==> src/source/l2_consts.svh <==
// L2 scratchpad sizing constants
// Port counts for the bridge and uDMA groups
// Bank count, bank depth and data width
// Global base addresses seen by each port group

`ifndef L2_CONSTS_SVH
`define L2_CONSTS_SVH

// Request ports
`define L2_NB_AXI_PORTS   4
`define L2_NB_UDMA_PORTS  2
`define L2_NB_PORTS       (`L2_NB_AXI_PORTS + `L2_NB_UDMA_PORTS)

// Banks, word interleaved
`define L2_NB_BANKS       4
`define L2_BANK_WORDS     256  // Simulation depth

// Data path
`define L2_DATA_WIDTH     32
`define L2_BE_WIDTH       (`L2_DATA_WIDTH / 8)

// Where each group sees the L2 in its own map
`define L2_AXI_BASE       32'h7800_0000
`define L2_UDMA_BASE      32'h1C00_0000

`endif
==> src/source/l2_mem_pkg.sv <==
// Bank-side types of the L2 subsystem
// Bank, row and port index types and the bank request

`include "l2_consts.svh"

package l2_mem_pkg;

  typedef logic [$clog2(`L2_NB_BANKS)-1:0]   bank_idx_t;
  typedef logic [$clog2(`L2_BANK_WORDS)-1:0] bank_row_t;
  typedef logic [$clog2(`L2_NB_PORTS)-1:0]   port_idx_t;

  // Access presented to one SRAM bank, always accepted
  typedef struct packed {
    logic                        req;
    bank_row_t                   row;
    logic                        we;
    logic [`L2_BE_WIDTH-1:0]     be;
    logic [`L2_DATA_WIDTH-1:0]   wdata;
  } bank_req_t;

endpackage

==> src/source/l2_bus_pkg.sv <==
// Port-side bus types of the L2 subsystem
// l2_req_t  request presented by a bridge or uDMA port
// l2_rsp_t  response returned one cycle after the grant

`include "l2_consts.svh"

package l2_bus_pkg;

  // One port request, held until granted
  typedef struct packed {
    logic                        req;
    logic [31:0]                 addr;   // Global byte address
    logic                        we;     // 1 for write
    logic [`L2_BE_WIDTH-1:0]     be;
    logic [`L2_DATA_WIDTH-1:0]   wdata;
  } l2_req_t;

  // One port response
  typedef struct packed {
    logic                        valid;  // Single-cycle pulse
    logic [`L2_DATA_WIDTH-1:0]   rdata;
  } l2_rsp_t;

endpackage

==> src/source/l2_interconnect.sv <==
// L2 logarithmic interconnect
// Per-port rebasing and bank decode
// One round-robin arbiter per bank
// Registered response routing with one cycle latency

`timescale 1ns/1ps

`include "l2_consts.svh"

module l2_interconnect (
  input  logic                       clk_i,
  input  logic                       rst_n_i,
  input  l2_bus_pkg::l2_req_t        port_req_i [`L2_NB_PORTS],
  output logic [`L2_NB_PORTS-1:0]    port_gnt_o,
  output l2_bus_pkg::l2_rsp_t        port_rsp_o [`L2_NB_PORTS],
  output l2_mem_pkg::bank_req_t      bank_req_o [`L2_NB_BANKS],
  input  logic [`L2_DATA_WIDTH-1:0]  bank_rdata_i [`L2_NB_BANKS]
);

  import l2_mem_pkg::*;

  localparam int unsigned NP     = `L2_NB_PORTS;
  localparam int unsigned NB     = `L2_NB_BANKS;
  localparam int unsigned BANK_W = $bits(bank_idx_t);
  localparam int unsigned ROW_W  = $bits(bank_row_t);

  logic [31:0]               port_addr [NP];  // Address inside the L2 window
  bank_idx_t                 port_bank [NP];
  bank_row_t                 port_row  [NP];

  logic [NB-1:0][NP-1:0]     bank_port_req;
  logic [NB-1:0][NP-1:0]     bank_gnt;
  port_idx_t                 bank_win [NB];

  logic [NB-1:0]             rsp_vld_q;       // Bank served someone last cycle
  port_idx_t                 rsp_port_q [NB];

  // Each group subtracts its own base, word index then splits bank/row
  for (genvar p = 0; p < NP; p++) begin : g_port
    localparam logic [31:0] BASE = (p < `L2_NB_AXI_PORTS) ? `L2_AXI_BASE : `L2_UDMA_BASE;
    assign port_addr[p] = port_req_i[p].addr - BASE;
    assign port_bank[p] = port_addr[p][2 +: BANK_W];
    assign port_row[p]  = port_addr[p][2 + BANK_W +: ROW_W];
  end

  always_comb begin
    for (int unsigned b = 0; b < NB; b++) begin
      for (int unsigned p = 0; p < NP; p++) begin
        bank_port_req[b][p] = port_req_i[p].req && (port_bank[p] == bank_idx_t'(b));
      end
    end
  end

  for (genvar b = 0; b < NB; b++) begin : g_arb
    l2_bank_arbiter u_arb (
      .clk_i   (clk_i),
      .rst_n_i (rst_n_i),
      .req_i   (bank_port_req[b]),
      .gnt_o   (bank_gnt[b]),
      .win_o   (bank_win[b])
    );
  end

  // Winner fields to the bank, grants back to the ports
  always_comb begin
    port_gnt_o = '0;
    for (int unsigned b = 0; b < NB; b++) begin
      bank_req_o[b].req   = |bank_gnt[b];
      bank_req_o[b].row   = port_row[bank_win[b]];
      bank_req_o[b].we    = port_req_i[bank_win[b]].we;
      bank_req_o[b].be    = port_req_i[bank_win[b]].be;
      bank_req_o[b].wdata = port_req_i[bank_win[b]].wdata;
      port_gnt_o          = port_gnt_o | bank_gnt[b];
    end
  end

  always_ff @(posedge clk_i or negedge rst_n_i) begin
    if (!rst_n_i) begin
      rsp_vld_q <= '0;
    end else begin
      for (int unsigned b = 0; b < NB; b++) begin
        rsp_vld_q[b] <= |bank_gnt[b];
      end
    end
  end

  always_ff @(posedge clk_i) begin
    for (int unsigned b = 0; b < NB; b++) begin
      rsp_port_q[b] <= bank_win[b];
    end
  end

  // A port wins at most one bank per cycle, so at most one match
  always_comb begin
    for (int unsigned p = 0; p < NP; p++) begin
      port_rsp_o[p] = '0;
      for (int unsigned b = 0; b < NB; b++) begin
        if (rsp_vld_q[b] && (rsp_port_q[b] == port_idx_t'(p))) begin
          port_rsp_o[p].valid = 1'b1;
          port_rsp_o[p].rdata = bank_rdata_i[b];
        end
      end
    end
  end

endmodule

==> src/source/l2_bank_arbiter.sv <==
// Round-robin arbiter for one L2 bank
// Combinational grant, pointer moves one past the winner

`timescale 1ns/1ps

`include "l2_consts.svh"

module l2_bank_arbiter (
  input  logic                         clk_i,
  input  logic                         rst_n_i,
  input  logic [`L2_NB_PORTS-1:0]      req_i,
  output logic [`L2_NB_PORTS-1:0]      gnt_o,
  output l2_mem_pkg::port_idx_t        win_o
);

  import l2_mem_pkg::*;

  localparam int unsigned NP = `L2_NB_PORTS;

  port_idx_t ptr_q;      // Highest priority port this cycle
  logic      any_req;

  assign any_req = |req_i;

  // First requester at or after the pointer, wrapping at NP
  always_comb begin
    int unsigned idx;
    logic        found;
    gnt_o = '0;
    win_o = ptr_q;
    found = 1'b0;
    for (int unsigned k = 0; k < NP; k++) begin
      idx = int'(ptr_q) + k;
      if (idx >= NP) begin
        idx = idx - NP;
      end
      if (!found && req_i[idx]) begin
        found      = 1'b1;
        gnt_o[idx] = 1'b1;
        win_o      = port_idx_t'(idx);
      end
    end
  end

  // A grant is given whenever anyone requests
  always_ff @(posedge clk_i or negedge rst_n_i) begin
    if (!rst_n_i) begin
      ptr_q <= '0;
    end else if (any_req) begin
      if (win_o == port_idx_t'(NP - 1)) begin
        ptr_q <= '0;  // Wrap past the last port
      end else begin
        ptr_q <= win_o + 1'b1;
      end
    end
  end

endmodule

==> config.mk <==
export PLATFORM = sky130hd
export DESIGN_NAME = l2_interconnect
export DESIGN_NICKNAME = d
export VERILOG_FILES = /design/src/source/l2_mem_pkg.sv /design/src/source/l2_bus_pkg.sv /design/src/source/l2_interconnect.sv /design/src/source/l2_bank_arbiter.sv
export VERILOG_INCLUDE_DIRS = /design/src /design/src/source
export SDC_FILE = /design/constraint.sdc
export NUM_CORES = 2
export LEC_CHECK = 0
export BUFFER_PORTS_ARGS = -buffer_cell sky130_fd_sc_hd__buf_4
export CORE_AREA = 8 8 359 361
export DETAILED_ROUTE_END_ITERATION = 8
export DIE_AREA = 0 0 367 369
export PLACE_DENSITY = 0.36
export SLEW_MARGIN = 25
export SYNTH_ARGS = -nofsm -noshare
export SYNTH_HDL_FRONTEND = slang
export SYNTH_HIERARCHICAL = 1
export SYNTH_SLANG_ARGS = --single-unit
export TNS_END_PERCENT = 30
==> constraint.sdc <==
create_clock -name clk_i -period 12.25 [get_ports clk_i]
set_input_delay 1.8375 -clock clk_i [delete_from_list [all_inputs] [get_ports clk_i]]
set_output_delay 1.8375 -clock clk_i [all_outputs]
set_load 0.01 [all_outputs]
== Word level (Yosys, flattened, before mapping) ==
Memory sizes are Yosys's and may differ from the RTL's.
Index checks and enable logic that the tools add are counted.
Widths: inputs -> output; s select.

* Bitwise gates (word level): 27
* Add/subtract/negate cells: 54
* Equality and inequality tests: 42
* Multiplexer cells: 240
* Reduce and logical (&&, ||, !) cells: 130
* $lt $le $gt $ge: 76

{| class="wikitable"
|+ Operators with widths
! kind !! number
|-
| $bmux 70 s3 || 4
|-
| $mux 33 || 24
|-
| $ge 32x1->1 const B || 24
|-
| $lt 32x4->1 const B || 24
|-
| $mux 32 || 24
|-
| $ge 32x3->1 const B || 20
|-
| $sub 32x3->32 const B || 20
|-
| $mux 37 || 8
|-
| $mux 6 || 24
|-
| $or 6x6->6 || 23
|-
| $bmux 8 s3 || 4
|-
| $logic_and 1x1->1 || 92
|-
| $mux 3 || 28
|-
| $bmux 1 s3 || 24
|-
| $demux 1 s3 || 24
|-
| $sub 12x1->12 const B || 6
|-
| $mux 1 || 68
|-
| $mux 8 || 8
|-
| $reduce_or 6->1 || 8
|-
| $eq 3x3->1 const B || 12
|-
| $add 3x2->4 const B || 8
|-
| $add 3x3->4 const B || 8
|-
| $eq 2x2->1 const B || 12
|-
| $eq 3x2->1 const B || 8
|-
| other kinds (11) || 64
|}

* Flip-flop bits (word level): 16
* Output and inout bits: 388
* Memories kept: 1
* Input bits: 550
* Logic and storage cells: 575
* RAM bits: 12

{| class="wikitable"
|+ Memory list
! memory !! words !! bits a word !! rd ports !! clocked after memory_dff !! wr ports !! line !! source
|-
| rsp_port_q || 4 || 3 || 4 || 0 || 4 || l2_interconnect.sv:36 || <nowiki>port_idx_t rsp_port_q [NB];</nowiki>
|}

== Logic depth before layout (Yosys ltp) ==
* Depth after elaboration: 25
* Mapped depth: 23
* Depth with buffers taken out: 18

== Modules after synthesis ==
The synthesis kept the hierarchy.

{| class="wikitable"
|+ By module, submodules not included
! module !! cells an instance !! times used !! area an instance (um^2) !! sequential area each (um^2)
|-
| l2_interconnect || 1592 || 1 || 13291.5 || 340.3
|-
| l2_bank_arbiter (g_arb[1].u_arb ...) || 229 || 2 || 1818.0 || 75.1
|-
| l2_bank_arbiter (g_arb[0].u_arb) || 210 || 1 || 1686.6 || 75.1
|-
| l2_bank_arbiter (g_arb[3].u_arb) || 205 || 1 || 1614.0 || 75.1
|}

== Least setup slack after synthesis ==
Ideal clock, no wire load.

* Kind: flip-flop to output port
* Start point: register g_arb[3].u_arb.ptr_q[0]
* End point: output bank_req_o[10] in the netlist's numbering
* Arrival: 4.831 ns
* Path buffers: 5
* Cell stages (with the launch flop): 22
* Path slack: 5.582 ns
* Required time: 10.412 ns
* Cell sequence: dfrtp_1 buf_4 buf_2 clkinv_1 ha_1 clkbuf_1 inv_1 ha_1 inv_1 ha_1 inv_1 a31oi_1 xnor2_1 o211ai_1 a21oi_1 a211oi_1 o31ai_2 clkbuf_1 clkbuf_1 mux4_2 inv_1 o22ai_1

{| class="wikitable"
|+ RTL lines
! element !! line !! source
|-
| start: declaration || l2_bank_arbiter.sv:20 || <nowiki>port_idx_t ptr_q;</nowiki>
|-
| start signal: assignment || l2_bank_arbiter.sv:53 || <nowiki>ptr_q <= win_o + 1'b1;</nowiki>
|-
| end: declaration || l2_interconnect.sv:16 || <nowiki>output l2_mem_pkg::bank_req_t bank_req_o [`L2_NB_BANKS],</nowiki>
|}

==> reports/results.tsv <==
metric	value	unit
Final HPWL DP	108000	um
Final #Nets	3715	
drt via density	5.36	
total gr overflow	0	
post-synthesis sequential area ratio	3.17	%
max-cap violation count	0	
post-route clock period utilization	72.1	%
Worst setup EP type	output pin	
Port Buf Inserts	805	
Worst-Margin Slew	0.993	ns
vias in the first global route	25500	
Die H	369	um
Relative slew margins	33.8	%
Final Skew	0.00751	ns
Synth Area in Adders	4.21	%
Syn Std Cell Area	20200	um^2
hold_sp	g_arb[0].u_arb/ptr_q[0]$_DFFE_PN0P_	
worst flop-to-flop path startpoint	g_arb[2].u_arb/ptr_q[0]$_DFFE_PN0P_	
Worst EP required	10.41	ns
outcome	finished clean	
Resized cells post-CTS	0	
antenna violations before repair	33	
post-synthesis mux area share	33.5	%
Final setup viols	0	
row count	129	
hold path cells	2	
average cell area after synthesis	8.21	um^2
Syn-to-layout area delta	38.4	%
largest family of logic cells by synthesized area	multiplexers	
# DRC	0	
DRT Wirelength	143000	um
number of synthesized register bits	28	
fraction of the mapped netlist area in compound gates	33.0	%
Netlist cell types	115	
Synthesis Warnings	6	
HP Class	flip-flop to flip-flop	
Ports	938	
r2r setup slk	5.94	ns
clk_lat worst skew	0.28	ns
Crit Path Class	flip-flop to output pin	
Simple-Gate Fraction of Synth Area	14.1	%
area fraction of the dominant cell type after synthesis	20.7	%
total CTS buffers	3	
Synth Instances	2465	
GRT Total Usage	19.6	%
Fin. Hold Viols	0	
initial detailed-routing violation count	2568	
fin util	22.8	%
Arr. time, crit path	7.00	ns
minimum clock period	8.84	ns
H-tree Lvls	1	
worst-path fanout max	37	
Initial Util	16.4	%
pin count of the biggest net entering global routing	87	
Core ar.	123000	um^2
setup slack at placement	3.57	ns
fraction of layout cells with a size suffix above 1	39.3	%
clock sinks	28	
Root Buffer	clkbuf_16	
Setup crit start kind	flip-flop	
Vias	25500	
Setup TNS	0	ns
clock-pin slew on the worst setup and hold paths	0.09	ns
Post-Synth XOR/XNOR Area	2.05	%
top post-synthesis cells by area	mux4_2 21%, mux2i_1 11%, o22ai_1 11%, a221oi_1 7.1%, inv_1 4.3%	
post-synth top area cell	mux4_2	
TritonRoute pass-1 iters	5	
Setup crit start	g_arb[2].u_arb/ptr_q[0]$_DFFE_PN0P_	
Clock Path Buffers	2	
Async SR Flop Fraction	57.1	%
chip width	367	um
maximum clock rate	0.113	GHz
R2R Path End	g_arb[2].u_arb/ptr_q[1]$_DFFE_PN0P_	
global-route wire length before repair	201000	um
unrepaired setup endpoints after global routing	no	
setup ws final	3.41	ns
drt wl/cell	30.2	um
Worst R2R Path Depth	17	
EDFF count, synth	0	
max-slew violation count	0	
ANT nets after route	0	
post-CTS setup buffer count	0	
Die Footprint	135000	um^2
gpl congestion	0.860	
TritonCTS clock tree	done	
number of hold buffers added after cts	0	
Hold Path End	g_arb[0].u_arb/ptr_q[0]$_DFFE_PN0P_	
dominant synthesized flop cell	dfrtp_1	
Hold Slack	0.841	ns
Post-Synthesis Net Count	3083	
-- cells in the final DEF, fill, tap and decap left out, drive strengths merged, types with 24 or more instances in the layout --
cell,count
a21oi,56
inv,241
nor2,229
nand2,83
buf,864
nor3,27
mux4,186
a221oi,163
o211ai,24
o21ai,38
o221a,35
a31oi,27
o22ai,344
mux2i,222
a221o,42
nand2b,37
mux2,30
ha,68
-- synth_stat cells, drive strengths merged (11+ instances only) --
cell,n
a221oi,163
nor4,16
mux2,30
xor2,11
and3,15
nor3,27
nand4,16
nand3,17
o22ai,344
a31oi,27
buf,95
a21oi,56
o221ai,11
mux4,186
or3,13
a221o,42
clkbuf,142
o31ai,11
nand2b,37
nand2,83
dfxtp,12
inv,241
o21ai,38
and2,17
a21o,14
dfrtp,16
o211ai,24
nor2,229
o21a,15
ha,68
o221a,35
mux2i,222
xnor2,20
-- critical path, cell delays in order, from the launching register on --
cell      delay, ns
dfrtp_1        0.34
buf_4          0.38
clkinv_1       0.38
ha_1           0.70
clkinv_1       0.36
ha_1           0.31
inv_1          0.05
ha_1           0.21
inv_1          0.12
a21oi_1        0.35
o41ai_1        0.20
a211oi_1       0.51
nand3_2        0.21
o311ai_2       0.21
xnor2_4        0.17
buf_4          0.63
buf_4          0.56
mux4_2         0.57
inv_1          0.07
o22ai_1        0.10
buf_4          0.21
-- layer usage --
metal	vias to the layer above	track usage [%]	share of wire [%]
met3	171	5.04	7.8
met1	12900	24.0	40
met4	14	4.56	2.2
met5	-	0	0.066
li1	11200	-	-
met2	1199	34.3	50
-- how the worst max path moves through the flow --
stage	slack [ns]	depth (start not counted)	end
6_report	3.41	20	bank_req_o[80]
3_3_place_gp	3.52	14	bank_req_o[149]
5_1_grt	2.84	20	bank_req_o[76]
2_1_floorplan	5.58	21	bank_req_o[10]
3_5_place_dp	3.57	14	bank_req_o[149]
4_1_cts	3.38	20	bank_req_o[80]
-- layout make-up --
type | instances | area, um^2
tap | 1637 | 2050
fill | 13800 | 95000
clock buffer | 3 | 75.1
timing repair buffer | 864 | 6510
multi-input combinational | 1953 | 17700
sequential | 28 | 641
antenna | 15 | 37.5
inverter | 247 | 937
clock inverter | 1 | 30.0
-- metrics by stage --
| step | std cells | cell area, um^2 |
|---|---|---|
| 2_1_floorplan | 2465 | 20200 |
| 5_1_grt | 4747 | 28000 |
| 3_3_place_gp | 4729 | 27900 |
| 3_5_place_dp | 4729 | 27900 |
| 6_report | 4748 | 28000 |
| 4_1_cts | 4733 | 28000 |
-- logic make-up after synthesis --
group	after synthesis
AO/OA/AOI/OAI	873
XOR/XNOR	31
adder cells (fa/ha/maj)	68
buffers and inverters	484
flip-flops	28
multiplexers	438
AND/OR/NAND/NOR	543
-- sequential cells by signal, summed over array words and instances, names as in the netlist --
name and flops:
g_arb.u_arb/ptr_q 12, rsp_vld_q 4, rsp_port_q 12
Power is not shown: default switching activity piles up to over one toggle a cycle in this logic, so the estimate is an artifact.
